<file path="src/hw/hub_pkg.sv">
package hub_pkg;

    // message word and channel counts
    localparam int HUB_WORD_WIDTH = 32;
    localparam int MASTER_CHANNEL_COUNT = 8;
    // stage controller sits at the last source index
    localparam int SOURCE_COUNT = MASTER_CHANNEL_COUNT + 1;
    localparam int SOURCE_INDEX_WIDTH = 4;

    // destination field, bits 27..20, fpga id above it untouched
    localparam int CHANNEL_ID_WIDTH = 8;
    localparam int DEST_FIELD_LSB = 20;

    // both hub fifos
    localparam int HUB_FIFO_DEPTH = 16;

    // election tree padded to a full binary tree
    localparam int ELECTION_LEAF_COUNT = 2 ** SOURCE_INDEX_WIDTH;
    localparam int ELECTION_NODE_COUNT = 2 * ELECTION_LEAF_COUNT - 1;

    typedef logic [HUB_WORD_WIDTH-1:0] hub_word_t;
    typedef logic [CHANNEL_ID_WIDTH-1:0] channel_id_t;
    typedef logic [SOURCE_COUNT-1:0] source_mask_t;
    typedef logic [SOURCE_INDEX_WIDTH-1:0] source_index_t;

    // all ones addresses the stage controller
    localparam channel_id_t SC_CHANNEL_ID = '1;

endpackage

</file>
<file path="src/hw/hub_fifo_if.sv">
`timescale 1ns/100ps

interface hub_fifo_if;
    import hub_pkg::*;

    // push side
    logic push;
    hub_word_t push_data;
    logic full;

    // pop side, head word shown while not empty
    logic pop;
    hub_word_t pop_data;
    logic empty;

    modport fifo_side (
        input push, push_data, pop,
        output full, pop_data, empty
    );

    modport writer (
        output push, push_data,
        input full
    );

    modport reader (
        output pop,
        input pop_data, empty
    );

endinterface

</file>
<file path="src/hw/final_arbitration_unit.sv">
`timescale 1ns/100ps

module final_arbitration_unit (
    input logic clk,
    input logic reset,

    // master channels toward the hub
    input logic [hub_pkg::MASTER_CHANNEL_COUNT*hub_pkg::HUB_WORD_WIDTH-1:0]
        master_fifo_out_data_vector,
    input logic [hub_pkg::MASTER_CHANNEL_COUNT-1:0] master_fifo_out_valid_vector,
    output logic [hub_pkg::MASTER_CHANNEL_COUNT-1:0] master_fifo_out_ready_vector,

    // master channels from the hub
    output logic [hub_pkg::MASTER_CHANNEL_COUNT*hub_pkg::HUB_WORD_WIDTH-1:0]
        master_fifo_in_data_vector,
    output logic [hub_pkg::MASTER_CHANNEL_COUNT-1:0] master_fifo_in_valid_vector,
    input logic [hub_pkg::MASTER_CHANNEL_COUNT-1:0] master_fifo_in_ready_vector,

    // stage controller
    input hub_pkg::hub_word_t sc_fifo_out_data,
    input logic sc_fifo_out_valid,
    output logic sc_fifo_out_ready,
    output hub_pkg::hub_word_t sc_fifo_in_data,
    output logic sc_fifo_in_valid,
    input logic sc_fifo_in_ready,

    // board link side
    output hub_pkg::hub_word_t final_fifo_out_data,
    output logic final_fifo_out_valid,
    input logic final_fifo_out_ready,
    input hub_pkg::hub_word_t final_fifo_in_data,
    input logic final_fifo_in_valid,
    output logic final_fifo_in_ready,

    output logic has_flying_messages
);
    import hub_pkg::*;

    hub_fifo_if out_fifo_bus ();
    hub_fifo_if in_fifo_bus ();

    // nine-entry source view, stage controller last
    hub_word_t source_data [SOURCE_COUNT];
    source_mask_t source_valid;
    source_mask_t source_ready;

    hub_word_t dispatch_data;
    source_mask_t dispatch_valid;
    source_mask_t dispatch_ready;

    // merge master lanes and stage controller into sources
    for (genvar ch = 0; ch < MASTER_CHANNEL_COUNT; ch++) begin : g_lane
        assign source_data[ch] = master_fifo_out_data_vector[ch*HUB_WORD_WIDTH +: HUB_WORD_WIDTH];
    end
    assign source_data[MASTER_CHANNEL_COUNT] = sc_fifo_out_data;
    assign source_valid = {sc_fifo_out_valid, master_fifo_out_valid_vector};
    assign master_fifo_out_ready_vector = source_ready[MASTER_CHANNEL_COUNT-1:0];
    assign sc_fifo_out_ready = source_ready[MASTER_CHANNEL_COUNT];

    // outbound fifo, link side is the reader
    hub_fifo out_fifo (
        .clk(clk),
        .reset(reset),
        .bus(out_fifo_bus)
    );

    outbound_gather gather (
        .source_data(source_data),
        .source_valid(source_valid),
        .source_ready(source_ready),
        .out_fifo(out_fifo_bus)
    );

    assign final_fifo_out_data = out_fifo_bus.pop_data;
    assign final_fifo_out_valid = !out_fifo_bus.empty;
    assign out_fifo_bus.pop = final_fifo_out_ready;

    // inbound fifo, link side is the writer
    hub_fifo in_fifo (
        .clk(clk),
        .reset(reset),
        .bus(in_fifo_bus)
    );

    assign in_fifo_bus.push = final_fifo_in_valid;
    assign in_fifo_bus.push_data = final_fifo_in_data;
    assign final_fifo_in_ready = !in_fifo_bus.full;

    inbound_dispatch dispatch (
        .in_fifo(in_fifo_bus),
        .channel_data(dispatch_data),
        .channel_valid(dispatch_valid),
        .channel_ready(dispatch_ready)
    );

    // head word broadcast, the valid picks the lane
    assign master_fifo_in_data_vector = {MASTER_CHANNEL_COUNT{dispatch_data}};
    assign sc_fifo_in_data = dispatch_data;
    assign master_fifo_in_valid_vector = dispatch_valid[MASTER_CHANNEL_COUNT-1:0];
    assign sc_fifo_in_valid = dispatch_valid[MASTER_CHANNEL_COUNT];
    assign dispatch_ready = {sc_fifo_in_ready, master_fifo_in_ready_vector};

    // any valid seen last cycle, both directions
    always_ff @(posedge clk) begin
        if (reset) begin
            has_flying_messages <= 1'b0;
        end else begin
            has_flying_messages <= (|source_valid) || (|dispatch_valid)
                || final_fifo_out_valid || final_fifo_in_valid;
        end
    end

endmodule

</file>
<file path="src/hw/hub_fifo.sv">
`timescale 1ns/100ps

module hub_fifo (
    input logic clk,
    input logic reset,
    hub_fifo_if.fifo_side bus
);
    import hub_pkg::*;

    // storage, no reset needed on payload
    hub_word_t mem [HUB_FIFO_DEPTH];

    // depth is a power of two so pointers wrap on their own
    logic [$clog2(HUB_FIFO_DEPTH)-1:0] wr_ptr;
    logic [$clog2(HUB_FIFO_DEPTH)-1:0] rd_ptr;
    logic [$clog2(HUB_FIFO_DEPTH+1)-1:0] count;

    logic do_push;
    logic do_pop;

    assign bus.full = (count == HUB_FIFO_DEPTH);
    assign bus.empty = (count == '0);

    // push while full dropped, pop while empty ignored
    assign do_push = bus.push && !bus.full;
    assign do_pop = bus.pop && !bus.empty;

    // first word fall through
    assign bus.pop_data = mem[rd_ptr];

    always_ff @(posedge clk) begin
        if (do_push) begin
            mem[wr_ptr] <= bus.push_data;
        end
    end

    always_ff @(posedge clk) begin
        if (reset) begin
            wr_ptr <= '0;
            rd_ptr <= '0;
            count <= '0;
        end else begin
            if (do_push) begin
                wr_ptr <= wr_ptr + 1'b1;
            end
            if (do_pop) begin
                rd_ptr <= rd_ptr + 1'b1;
            end
            // simultaneous push and pop keeps the level
            case ({do_push, do_pop})
                2'b10: count <= count + 1'b1;
                2'b01: count <= count - 1'b1;
                default: count <= count;
            endcase
        end
    end

endmodule

</file>
<file path="src/hw/inbound_dispatch.sv">
`timescale 1ns/100ps

module inbound_dispatch (
    hub_fifo_if.reader in_fifo,
    output hub_pkg::hub_word_t channel_data,
    output hub_pkg::source_mask_t channel_valid,
    input hub_pkg::source_mask_t channel_ready
);
    import hub_pkg::*;

    channel_id_t dest;
    source_index_t dest_index;
    logic dest_hit;

    // destination field of the head word
    assign dest = in_fifo.pop_data[DEST_FIELD_LSB +: CHANNEL_ID_WIDTH];

    // word goes out unchanged, fpga id included
    assign channel_data = in_fifo.pop_data;

    // map destination to a source index
    always_comb begin
        dest_hit = 1'b1;
        dest_index = '0;
        if (dest < channel_id_t'(MASTER_CHANNEL_COUNT)) begin
            dest_index = source_index_t'(dest);
        end else if (dest == SC_CHANNEL_ID) begin
            dest_index = source_index_t'(MASTER_CHANNEL_COUNT);
        end else begin
            // 8..254 address nothing
            dest_hit = 1'b0;
        end
    end

    // one valid at most, only for a known destination
    always_comb begin
        channel_valid = '0;
        if (!in_fifo.empty && dest_hit) begin
            channel_valid[dest_index] = 1'b1;
        end
    end

    // addressed channel ready pops the head
    // unknown destination is popped at once and lost
    assign in_fifo.pop = !in_fifo.empty && (dest_hit ? channel_ready[dest_index] : 1'b1);

endmodule

</file>
<file path="src/hw/outbound_gather.sv">
`timescale 1ns/100ps

module outbound_gather (
    input hub_pkg::hub_word_t source_data [hub_pkg::SOURCE_COUNT],
    input hub_pkg::source_mask_t source_valid,
    output hub_pkg::source_mask_t source_ready,
    hub_fifo_if.writer out_fifo
);
    import hub_pkg::*;

    // heap layout, root at 0, children of n at 2n+1 and 2n+2
    // leaves start at ELECTION_LEAF_COUNT-1
    logic node_valid [ELECTION_NODE_COUNT];
    source_index_t node_index [ELECTION_NODE_COUNT];
    hub_word_t node_data [ELECTION_NODE_COUNT];

    // leaf layer, unused leaves never win
    for (genvar leaf = 0; leaf < ELECTION_LEAF_COUNT; leaf++) begin : g_leaf
        if (leaf < SOURCE_COUNT) begin : g_source
            assign node_valid[ELECTION_LEAF_COUNT-1+leaf] = source_valid[leaf];
            assign node_index[ELECTION_LEAF_COUNT-1+leaf] = source_index_t'(leaf);
            assign node_data[ELECTION_LEAF_COUNT-1+leaf] = source_data[leaf];
        end else begin : g_pad
            assign node_valid[ELECTION_LEAF_COUNT-1+leaf] = 1'b0;
            assign node_index[ELECTION_LEAF_COUNT-1+leaf] = source_index_t'(leaf);
            assign node_data[ELECTION_LEAF_COUNT-1+leaf] = '0;
        end
    end

    // inner nodes
    // left child carries the lower index, so it wins whenever valid
    for (genvar node = 0; node < ELECTION_LEAF_COUNT - 1; node++) begin : g_node
        assign node_valid[node] = node_valid[2*node+1] | node_valid[2*node+2];
        assign node_index[node] = node_valid[2*node+1] ? node_index[2*node+1]
                                                       : node_index[2*node+2];
        assign node_data[node] = node_valid[2*node+1] ? node_data[2*node+1]
                                                      : node_data[2*node+2];
    end

    // root drives the outbound push
    // fifo drops the push by itself when full
    assign out_fifo.push = node_valid[0];
    assign out_fifo.push_data = node_data[0];

    // only the winner is accepted, and only with room in the fifo
    always_comb begin
        source_ready = '0;
        if (node_valid[0] && !out_fifo.full) begin
            source_ready[node_index[0]] = 1'b1;
        end
    end

endmodule

</file>
<file path="config.mk">
export PLATFORM = sky130hd
export DESIGN_NAME = final_arbitration_unit
export DESIGN_NICKNAME = d
export VERILOG_FILES = /design/src/hw/hub_pkg.sv /design/src/hw/hub_fifo_if.sv /design/src/hw/final_arbitration_unit.sv /design/src/hw/hub_fifo.sv /design/src/hw/inbound_dispatch.sv /design/src/hw/outbound_gather.sv
export SDC_FILE = /design/constraint.sdc
export NUM_CORES = 1
export LEC_CHECK = 0
export BUFFER_PORTS_ARGS = -buffer_cell sky130_fd_sc_hd__buf_2
export CAP_MARGIN = 25
export CORE_UTILIZATION = 38
export CTS_CLUSTER_SIZE = 30
export DETAILED_ROUTE_END_ITERATION = 10
export PLACE_DENSITY = 0.53
export RECOVER_POWER = 100
export REMOVE_ABC_BUFFERS = 1
export SYNTH_ARGS = -nofsm -noshare
export SYNTH_HDL_FRONTEND = slang
export SYNTH_HIERARCHICAL = 1
export SYNTH_SLANG_ARGS = --single-unit
</file>
<file path="constraint.sdc">
create_clock -name clk -period 5.8 [get_ports clk]
set_input_delay 0.87 -clock clk [delete_from_list [all_inputs] [get_ports clk]]
set_output_delay 0.87 -clock clk [all_outputs]
set_load 0.1 [all_outputs]
</file>
* Word level (Yosys, flattened, before mapping)
Memories as Yosys holds them, arrays and structs flattened. A register that Yosys moved wholly into a read port is not among the register bits.
Cells that the tools add are included.
** Operators by class
- Reductions and logical operators :: 21
- Shift operators :: 0
- $add $sub $neg :: 8
- Eq/ne operators :: 7
- Bitwise gates (word level) :: 8
- $mul :: 0
- Magnitude comparators :: 5
- Divide/modulo/power cells :: 0
- Muxes and demuxes :: 41
** Operators with widths (count)
- 32-bit 2-to-1 mux :: 9
- 4-bit 2-to-1 mux :: 7
- 5-bit one-hot mux with 2 select lines :: 2
- 9-bit 2-to-1 mux :: 2
- 9-bit OR reduction :: 2
- 4-bit by 1-bit adder with 4-bit output (second input constant) :: 4
- 1-bit 2-to-1 mux :: 14
- 5-bit by 1-bit adder with 5-bit output (second input constant) :: 2
- 5-bit equality test (second input constant) :: 2
- 5-bit logical NOT :: 2
- 4-bit by 5-bit less-than comparator with 1-bit output (second input constant) :: 2
- 5-bit by 1-bit subtractor with 5-bit output (second input constant) :: 2
- 1-bit demux with 4-bit select :: 2
- 8-bit equality test (second input constant) :: 1
- 4-bit by 1-bit greater-or-equal comparator with 1-bit output (second input constant) :: 2
- 1-bit logical AND :: 8
- 8-bit by 4-bit less-than comparator with 1-bit output (second input constant) :: 1
- 1-bit bitwise OR :: 8
- 3-bit 2-to-1 mux :: 2
- 1-bit binary-select mux with 4-bit select :: 1
- 2-bit by 1-bit equality test with 1-bit output (second input constant) :: 2
- 2-bit equality test (second input constant) :: 2
- 1-bit logical NOT :: 4
- 2-bit 2-to-1 mux :: 2
- other kinds (2) :: 5
** Word-level totals
- Memories :: 2
- ROM bits :: 0
- Bits of input ports :: 342
- Output and inout port bits :: 341
- Logic and storage cells :: 99
- Register bits after elaboration :: 27
- Memory bits (writable) :: 1024
- Bits in latches :: 0
** Memory list
- in_fifo.mem :: words 16, width 32, read ports 1, clocked after memory_dff 1, wr ports 1, line hub_fifo.sv:11 : hub_word_t mem [HUB_FIFO_DEPTH];
- out_fifo.mem :: words 16, width 32, read ports 1, clocked after memory_dff 1, wr ports 1, line hub_fifo.sv:11

* Logic depth before layout (Yosys ltp)
Gate-level depths: netlist (run 1).
- Depth after elaboration :: 12
- Depth in mapped cells :: 19
- Mapped depth without buffers :: 15

* Cells and area by module
The synthesis (run 1) kept the hierarchy.
** By module, submodules not included
- hub_fifo :: instances 2, area an instance 20120.5 um^2, seq. area each 15715.1 um^2, cells each 909
- outbound_gather :: instances 1, area an instance 2194.6 um^2, seq. area each 0.0 um^2, cells each 305
- final_arbitration_unit :: instances 1, area an instance 1993.2 um^2, seq. area each 20.0 um^2, cells each 266
- inbound_dispatch :: instances 1, area an instance 434.2 um^2, seq. area each 0.0 um^2, cells each 56

* Worst setup path after synthesis (run 1)
Ideal clock, no wire load.
- Kind :: flip-flop to output port
- Start point :: register (tool-made name)
- End point :: output port sc_fifo_in_valid
- Arrival :: 4828 ps
- Data required time :: 4930 ps
- Slack :: 102 ps
- Stages on the path, launching flop included :: 9
- Path buffers :: 3
- Path through :: dfxtp_1 clkbuf_1 buf_1 mux4_2 a22oi_1 nand2_1 buf_2 nand4_1 nor4b_1
** RTL lines
- end, declared :: line final_arbitration_unit.sv:24 : output logic sc_fifo_in_valid,

* Worst setup path after layout (run 1)
- Start point :: input port master_fifo_out_valid_vector[1] (netlist bit)
- End point :: memory out_fifo/mem[9][28] (netlist bit), enable pin
** On the way
- Longest elaborated chain between the ends :: 7
** Ends and longest elaborated chain
- start, declared :: line final_arbitration_unit.sv:10 : input logic [hub_pkg::MASTER_CHANNEL_COUNT-1:0] master_fifo_out_valid_vector,
- 1-bit bitwise OR (4 in series) :: line outbound_gather.sv:33 : assign node_valid[node] = node_valid[2*node+1] | node_valid[2*node+2];
- net out_fifo_bus.push :: line hub_fifo_if.sv:7 : logic push;
- 1-bit logical AND :: line hub_fifo.sv:25 : assign do_push = bus.push && !bus.full;
- 1-bit 2-to-1 mux :: line hub_fifo.sv:32 : if (do_push) begin
- 1-bit 2-to-1 mux (not written as such) :: line hub_fifo.sv:33 : mem[wr_ptr] <= bus.push_data;
- end, declared :: line hub_fifo.sv:11
The timed path passes the listed nets, and every way through them passes these cells.

==> results.sh, run 1 <==
export IMPL_status="complete, but fails checks"
export IMPL_violations="capacitance limit, slew limit"
export IMPL_p_leak_uw=0.0169
export IMPL_cp_max_fo=31
export IMPL_critical_path_startpoint_type="primary input"
export IMPL_cts_root_buf="clkbuf_16"
export IMPL_ys_seq_area_frac=0.701
export IMPL_finalWorstSetupSlack_ps=245
export IMPL_io_pins=683
export IMPL_final_setup_viol_count=0
export IMPL_synth_avg_cell_area_um2=18.3
export IMPL_finalCriticalPeriod_ps=5560
export IMPL_drc=0
export IMPL_hold_violations=0
export IMPL_ir_drop_mv=0.766
export IMPL_worstHoldStart="in_fifo/rd_ptr[3]"
export IMPL_rows=125
export IMPL_clock_fmax_ghz=0.180
export IMPL_path_clk_slew_ps=60
export IMPL_multiInputGateArea_um2=10500
export IMPL_worst_pin_slew_ps=3080
export IMPL_cts_hold_buf=0
export IMPL_post_route_period_util=0.958
export IMPL_arrival_ps=5880
export IMPL_track_usage=0.197
export IMPL_route_met2_wl_mm=60.7
export IMPL_numClockSinks=1059
export IMPL_async_reset_ff_frac=0
export IMPL_post_route_util=0.437
export IMPL_dp_hpwl_mm=75.6
export IMPL_clock_tree_buffer_depth=3
export IMPL_cts_buffers_inserted=110
export IMPL_cp_cell_sequence="clkbuf_1, or2_0, nor3_4, nand4b_1, o21a_1, nand2_1, nor2_1, buf_4"
export IMPL_critPathMaxStageDelay_ps=1620
export IMPL_nFillCells=10300
export IMPL_design_area_um2=51000
export IMPL_drv_slew=777
export IMPL_drt_iter0_drc=2048
export IMPL_coreArea_um2=117000
export IMPL_crit_end="out_fifo/mem[9][28]"
export IMPL_synth_edf_count=1024
export IMPL_via_per_inst=5.41
export IMPL_htree_levels=3
export IMPL_routedWlPerCell_um=26.7
export IMPL_grt_overflow=0
export IMPL_min_path_type="reg2reg"
export IMPL_port_buffers=682
export IMPL_initial_core_util=0.385
export IMPL_top_layer="met5"
export IMPL_synth_compound_area_frac=0.0582
export IMPL_synth_seq_cells=1059
export IMPL_synthAdderAreaFrac=0.00446
export IMPL_slew_headroom=-1.05
export IMPL_drt_first_pass_iters=5
export IMPL_totalPowerFinal_uw=26400
export IMPL_ys_types=64
export IMPL_synthCells=2445
export IMPL_grt_pass1_wl_mm=172
export IMPL_r2r_end="in_fifo/count[4]"
export IMPL_clkLatencyLatePin_ps=680
export IMPL_synthMuxAreaShare=0.141
export IMPL_finClkSkew_ps=22.0
export IMPL_cp_top_family="simple AND/OR/NAND/NOR gates"
export IMPL_antenna_found_initial=16
export IMPL_seqCellArea_um2=31500
export IMPL_cp_slowest_cell="or2_0"
export IMPL_yosysWarnings=6
export IMPL_required_ps=6120
export IMPL_cts_tree="built"
export IMPL_cp_num_cells=8
export IMPL_die_x_um=346
export IMPL_crit_start="master_fifo_out_valid_vector[1]"
export IMPL_yosys_area_share_xor_xnor=0.00312
export IMPL_cts_resized=0
export IMPL_maxCapViolations=32
export IMPL_cp_end_kind="flip-flop"
export IMPL_cts_setup_buffers=0
export IMPL_synth_top_family_by_area="multiplexers"
export IMPL_rr_worst_depth=17
export IMPL_wl_met3_mm=6.70
export IMPL_critPathKind="in2reg"
export IMPL_grt_pass1_vias=24900
export IMPL_yosys_area_share_simple=0.0279
export IMPL_worstPathBufferInverterCount=2
export IMPL_fp_dieH_um=346
export IMPL_die_area_um2=119000
export IMPL_rsz0062_at_grt="no"
export IMPL_grt_start_max_net_pins=55
export IMPL_pre_cts_ws_ps=981
export IMPL_place_congestion=1.00
export IMPL_syn_to_final_growth_pct=13.7
export IMPL_postRouteAntennaNets=0
export IMPL_drive_gt1_frac=0.318
export IMPL_layout_common_cells="edfxtp_1 (1024), buf_2 (325), clkbuf_1 (301), mux4_2 (258), a22oi_1 (183)"
export IMPL_via_count=24400
export IMPL_power_density_nw_per_um2=517
export IMPL_synth_ff_type="edfxtp_1"
export IMPL_final_common_cell="edfxtp_1"
export IMPL_synth_area_um2=44900
export IMPL_r2r_setup_slack_ps=500
export IMPL_nNetsFinal=3244
export IMPL_placed_area_um2=48300
export IMPL_met1Wirelength_mm=48.5
export IMPL_wirelength_mm=120
## flip-flops by register name (all words and copies together) (netlist names), named ones only
name / flops
out_fifo/count: 5
in_fifo/wr_ptr: 4
out_fifo/rd_ptr: 4
has_flying_messages: 1
out_fifo/mem: 512
in_fifo/mem: 512
out_fifo/wr_ptr: 4
in_fifo/count: 5
in_fifo/rd_ptr: 4
## metrics by stage
stage | std cells | hold WS [ps] | setup TNS (ps)
2_1_floorplan | 2013 | 472 | -2206050
5_1_grt | 4505 | 530 | 0
3_3_place_gp | 4296 | 493 | 0
6_report | 4505 | 507 | 0
4_1_cts | 4502 | 515 | 0
3_5_place_dp | 4296 | 499 | 0
## Yosys cell counts, types with 3 or more instances
cell type	count	area, um^2
o22ai_1	27	169
o211ai_2	4	50.1
buf_2	48	240
and3_1	6	37.5
edfxtp_1	1024	30700
a22o_1	27	236
buf_1	12	45.0
a21oi_1	4	20.0
clkbuf_1	73	274
nor3_1	18	90.1
buf_4	291	2180
nor2_1	77	289
ha_1	16	200
nand2_1	92	345
a22oi_1	183	1370
mux2i_1	44	440
dfxtp_1	35	701
o21ai_0	36	180
o211ai_1	30	225
nor2b_1	9	56.3
inv_1	17	63.8
xor2_1	14	123
nand4b_1	3	26.3
nor4_1	6	37.5
nand2b_1	10	62.6
a221oi_2	5	75.1
nor4b_1	3	26.3
buf_6	7	78.8
mux2_2	6	67.6
o21a_1	4	30.0
mux4_2	258	5810
a32oi_1	4	35.0
or4_4	3	33.8
## cell type report
type / count / area share
diodes: 1 / 0.0000490
clock buffers: 147 / 0.0593
clock inverters: 59 / 0.00978
inverters: 17 / 0.00125
multi-input cells: 937 / 0.206
flip-flops and latches: 1059 / 0.617
well taps: 1524 / 0.0374
repair buffers: 761 / 0.0699
## worst min path at each step
stage,endpoint,slack [ps],cells after the start
final,in_fifo/rd_ptr[3],510,2
after global routing,in_fifo/rd_ptr[3],530,2
after CTS,in_fifo/rd_ptr[3],510,2
after detailed placement,in_fifo/rd_ptr[3],500,2
after global placement,in_fifo/rd_ptr[3],490,2
after floorplan,flip-flop,470,2
## metal layers
layer / vias to the layer above / global-route usage
met3: 220 / 0.0332
met1: 12600 / 0.248
li1: 10500 / -
met2: 984 / 0.341
met5: - / 0
met4: 10 / 0.0707
## kinds of logic (layout without fill, tap and decap cells)
kind of cell / Yosys count / in the layout
DFF: 1059 / 1059
buffers and inverters: 449 / 984
AOI/OAI and AO/OA: 344 / 344
muxes: 308 / 308
and+or+nand+nor: 253 / 253
adders and majority gates: 16 / 16
xor gates and xnor gates: 16 / 16
other: 0 / 1
## power by group
part	switching, uW	internal [uW]	total [uW]
Combinational	8810	1780	10600
Clock	2850	3970	6820
Sequential	235	8730	8970
Total	11900	14500	26400
## tightest hold or removal path, cell delays in order, from the launching register on
cell and delay [ps]:
dfxtp_1 320, xor2_1 80, nor2_1 70
(Power assumes the default switching activity.)
==> inputs of run 2 (changes only) <==
Settings changed: CELL_PAD_IN_SITES_DETAIL_PLACEMENT set to 1, CELL_PAD_IN_SITES_GLOBAL_PLACEMENT set to 2, PLACE_DENSITY 0.53 to 0.69, REMOVE_ABC_BUFFERS 1 to unset.
==> results.sh, run 2 (synthesis results as in run 1) <==
export IMPL_status="complete, but fails checks"
export IMPL_violations="capacitance limit, slew limit"
export IMPL_hold_violations=0
export IMPL_grt_start_max_net_pins=57
export IMPL_cp_end_kind="output pin"
export IMPL_path_clk_slew_ps=60
export IMPL_power_density_nw_per_um2=520
export IMPL_p_leak_uw=0.0171
export IMPL_placed_cells=4288
export IMPL_grt_overflow=0
export IMPL_finalCriticalPeriod_ps=5540
export IMPL_drc=0
export IMPL_drv_slew=669
export IMPL_rsz0062_at_grt="no"
export IMPL_min_path_type="reg2reg"
export IMPL_final_cell_count_no_fill=4493
export IMPL_rows=125
export IMPL_synth_fp_nets=2803
export IMPL_dp_hpwl_mm=84.9
export IMPL_drive_gt1_frac=0.344
export IMPL_worstPathBufferInverterCount=2
export IMPL_htree_levels=3
export IMPL_cts_resized=0
export IMPL_placed_area_um2=48200
export IMPL_port_buffers=682
export IMPL_clock_tree_buffer_depth=3
export IMPL_cp_cell_sequence="nor2b_1, clkbuf_1, a22oi_1, nand2_1, clkbuf_2"
export IMPL_finClkSkew_ps=18.4
export IMPL_critical_path_startpoint_type="flip-flop"
export IMPL_critPathKind="reg2out"
export IMPL_die_x_um=346
export IMPL_drt_iter0_drc=1896
export IMPL_cts_root_buf="clkbuf_16"
export IMPL_cts_hold_buf=0
export IMPL_worst_pin_slew_ps=3070
export IMPL_required_ps=4930
export IMPL_grt_pass1_vias=26200
export IMPL_fp_dieH_um=346
export IMPL_cp_max_fo=26
export IMPL_setup_tns_ps=0
export IMPL_arrival_ps=4670
export IMPL_design_area_um2=51200
export IMPL_io_pins=683
export IMPL_coreArea_um2=117000
export IMPL_final_setup_viol_count=0
export IMPL_initial_core_util=0.385
export IMPL_cts_setup_buffers=0
export IMPL_cts_buffers_inserted=109
export IMPL_layout_common_cells="edfxtp_1 (1024), buf_2 (351), mux4_2 (258), clkbuf_1 (225), a22oi_1 (183)"
export IMPL_cp_top_family="buffers and inverters"
export IMPL_cts_tree="built"
export IMPL_via_per_inst=5.47
export IMPL_numClockSinks=1059
export IMPL_track_usage=0.218
export IMPL_ir_drop_mv=0.522
export IMPL_clock_fmax_ghz=0.180
export IMPL_syn_to_final_growth_pct=14.1
export IMPL_totalPowerFinal_uw=26600
export IMPL_critPathMaxStageDelay_ps=1650
export IMPL_wirelength_mm=133
export IMPL_finalWorstSetupSlack_ps=256
export IMPL_maxCapViolations=21
export IMPL_cp_slowest_cell="clkbuf_1"
export IMPL_place_congestion=0.933
export IMPL_routedWlPerCell_um=29.5
export IMPL_drt_first_pass_iters=5
export IMPL_slew_headroom=-1.05
export IMPL_pre_cts_ws_ps=772
export IMPL_post_route_period_util=0.956
export IMPL_nNetsFinal=3235
export IMPL_grt_pass1_wl_mm=188
export IMPL_clkLatencyLatePin_ps=670
export IMPL_postRouteAntennaNets=0
export IMPL_die_area_um2=119000
export IMPL_final_common_cell="edfxtp_1"
export IMPL_reg_top3="in_fifo/mem: 512 flops, out_fifo/mem: 512 flops"
export IMPL_antenna_found_initial=17
export IMPL_via_count=24600
-- run 2: path summary, 6_finish.rpt --
path                     startpoint  cells past startpoint                 endpoint  slack (ps)
setup / recovery          flip-flop                      5  final_fifo_out_data[13]         260
hold / removal    in_fifo/rd_ptr[3]                      2        in_fifo/rd_ptr[3]         520
setup reg to reg          flip-flop                     16         in_fifo/count[4]         610
hold reg to reg   in_fifo/rd_ptr[3]                      2        in_fifo/rd_ptr[3]         520
-- run 2: layout make-up --
class,instances,area (um^2)
antenna,3,7.51
clock buffer,147,3010
clock inverter,53,559
fill,11400,65500
inverter,17,63.8
multi-input combinational,937,10500
sequential,1059,31500
tap,1524,1910
timing repair buffer,753,3640
-- run 2: layer usage --
metal	vias up	GRT usage	share of wire
li1	10500	-	-
met1	13000	0.264	0.39
met2	891	0.397	0.53
met3	169	0.0358	0.055
met4	24	0.0658	0.028
met5	-	0	0.0012
-- run 2: power breakdown --
part / switching [uW] / internal (uW)
Clock: 2850 / 4110
Combinational: 8930 / 1820
Sequential: 197 / 8740
-- run 2: worst register-to-register path, stage by stage (launching register included) --
cell and delay (ps):
dfxtp_4 770, mux4_2 620, a22oi_1 270, nand2_1 390, mux4_2 470, mux2i_1 70, a211oi_1 260, clkbuf_1 220
o21ai_0 220, inv_1 110, ha_1 350, xor2_1 190, ha_1 230, inv_1 80, a21o_1 160, a221oi_1 320
mux2_2 370
-- run 2: through the flow --
step	hold WS [ps]	utilization
2_1_floorplan	472	-
3_3_place_gp	490	0.413
4_1_cts	524	0.443
6_report	523	0.439
3_5_place_dp	503	0.413
5_1_grt	549	0.439
==> inputs of run 3 (changes only) <==
Settings changed: CELL_PAD_IN_SITES_GLOBAL_PLACEMENT 2 to 1, MAX_ROUTING_LAYER set to met4, PLACE_DENSITY 0.69 to 0.61.
==> results.sh, run 3 (synthesis results as in run 1) <==
export IMPL_cts_setup_buffers=0
export IMPL_post_route_period_util=0.956
export IMPL_port_buffers=682
export IMPL_clock_tree_buffer_depth=3
export IMPL_multiInputGateArea_um2=10600
export IMPL_coreArea_um2=117000
export IMPL_wirelength_mm=135
export IMPL_ir_drop_mv=0.650
export IMPL_syn_to_final_growth_pct=14.0
export IMPL_critPathMaxStageDelay_ps=1750
export IMPL_cts_hold_buf=0
export IMPL_numClockSinks=1059
export IMPL_worst_pin_slew_ps=3020
export IMPL_nFillCells=11400
export IMPL_cts_buffers_inserted=106
export IMPL_status="complete, but fails checks"
export IMPL_r2r_setup_slack_ps=680
export IMPL_drive_gt1_frac=0.354
export IMPL_via_count=25000
export IMPL_die_area_um2=119000
export IMPL_required_ps=6100
export IMPL_cts_root_buf="clkbuf_16"
export IMPL_io_pins=683
export IMPL_maxCapViolations=24
export IMPL_final_common_cell="edfxtp_1"
export IMPL_critPathKind="in2reg"
export IMPL_dp_hpwl_mm=85.6
export IMPL_hold_violations=0
export IMPL_slew_headroom=-1.01
export IMPL_grt_pass1_wl_mm=190
export IMPL_clock_fmax_ghz=0.180
export IMPL_crit_end="out_fifo/mem[15][30]"
export IMPL_place_congestion=0.972
export IMPL_via_per_inst=5.56
export IMPL_worstHoldStart="in_fifo/rd_ptr[3]"
export IMPL_cp_cell_sequence="clkbuf_1, or2_0, nor3_4, nand4b_1, o211ai_1, nor2_1, buf_4"
export IMPL_nNetsFinal=3232
export IMPL_min_path_type="reg2reg"
export IMPL_postRouteAntennaNets=0
export IMPL_antenna_found_initial=17
export IMPL_finClkSkew_ps=29.6
export IMPL_grt_pass1_vias=26000
export IMPL_cp_slowest_cell="or2_0"
export IMPL_grt_start_max_net_pins=61
export IMPL_drt_iter0_drc=2182
export IMPL_drt_first_pass_iters=5
export IMPL_layout_common_cells="edfxtp_1 (1024), buf_2 (323), mux4_2 (258), clkbuf_2 (232), clkbuf_1 (195)"
export IMPL_rsz0062_at_grt="no"
export IMPL_die_x_um=346
export IMPL_path_clk_slew_ps=60
export IMPL_final_setup_viol_count=0
export IMPL_drc=0
export IMPL_fp_dieH_um=346
export IMPL_crit_start="master_fifo_out_valid_vector[1]"
export IMPL_post_route_util=0.438
export IMPL_cp_max_fo=31
export IMPL_clkLatencyLatePin_ps=680
export IMPL_violations="capacitance limit, slew limit"
export IMPL_track_usage=0.229
export IMPL_drv_slew=725
export IMPL_rr_worst_depth=16
export IMPL_p_leak_uw=0.0171
export IMPL_cts_tree="built"
export IMPL_setup_tns_ps=0
export IMPL_htree_levels=3
export IMPL_critical_path_startpoint_type="primary input"
export IMPL_finalCriticalPeriod_ps=5550
export IMPL_routedWlPerCell_um=30.0
export IMPL_reg_top3="in_fifo/mem: 512 flops, out_fifo/mem: 512 flops"
export IMPL_initial_core_util=0.385
export IMPL_power_density_nw_per_um2=518
export IMPL_grt_overflow=0
export IMPL_seqCellArea_um2=31500
export IMPL_r2r_end="in_fifo/count[4]"
export IMPL_synth_fp_nets=2803
export IMPL_arrival_ps=5840
export IMPL_cp_end_kind="flip-flop"
export IMPL_cts_resized=0
export IMPL_rows=125
==> run 3: cell count changes in the layout (fill, tap and decap cells not counted), sizes merged <==
cell,previous run,this run
buf,383,350
bufinv,11,12
clkbuf,517,539
clkinv,34,36
clkinvlp,6,4
diode,3,15
inv,19,21
==> run 3: metrics by stage <==
stage	instance area (um^2)	power [uW]	cells	hold WS [ps]	worst slack, ps
2_1_floorplan	44900	19300	2445	472	102
3_3_place_gp	48200	20000	4288	488	718
3_5_place_dp	48200	20100	4289	498	533
4_1_cts	51600	26900	4481	516	351
5_1_grt	51100	27300	4496	568	91.7
6_report	51100	26500	4497	506	252
==> run 3: worst min path at each step <==
stage	to	slack (ps)	cells past startpoint
finish	in_fifo/rd_ptr[3]	510	2
global route	in_fifo/rd_ptr[3]	570	2
CTS	in_fifo/rd_ptr[3]	520	2
detailed placement	in_fifo/rd_ptr[3]	500	2
global placement	in_fifo/rd_ptr[3]	490	2
floorplan	flip-flop	470	2
==> run 3: metal layers <==
metal / wire length (um) / track usage / vias to the layer above
met5: 0 / - / -
met3: 8000 / 0.0322 / 194
li1: - / - / 10500
met4: 5410 / 0.0850 / 0
met2: 71100 / 0.403 / 1032
met1: 50600 / 0.265 / 13300
==> run 3: critical path, delay by kind of cell <==
family,cells,cell delay (ps)
AND/OR/NAND/NOR,4,3470
AO/OA/AOI/OAI,1,330
buffers and inverters,2,1130
==> run 3: report_power, final <==
part / internal, uW / total [uW] / leakage (uW) / switching [uW]
combinational: 1830 / 10800 / 0.00586 / 8920
sequential: 8740 / 8980 / 0.00959 / 244
clock: 3930 / 6780 / 0.00165 / 2850
==> run 3: final cells by class <==
cell class | count | area share
Antenna cell | 15 | 0.000734
Timing Repair Buffer | 753 | 0.0718
Inverter | 17 | 0.00125
Tap cell | 1524 | 0.0373
Sequential cell | 1059 | 0.615
Clock buffer | 136 | 0.0547
Multi-Input combinational cell | 937 | 0.207
Clock inverter | 56 | 0.0120
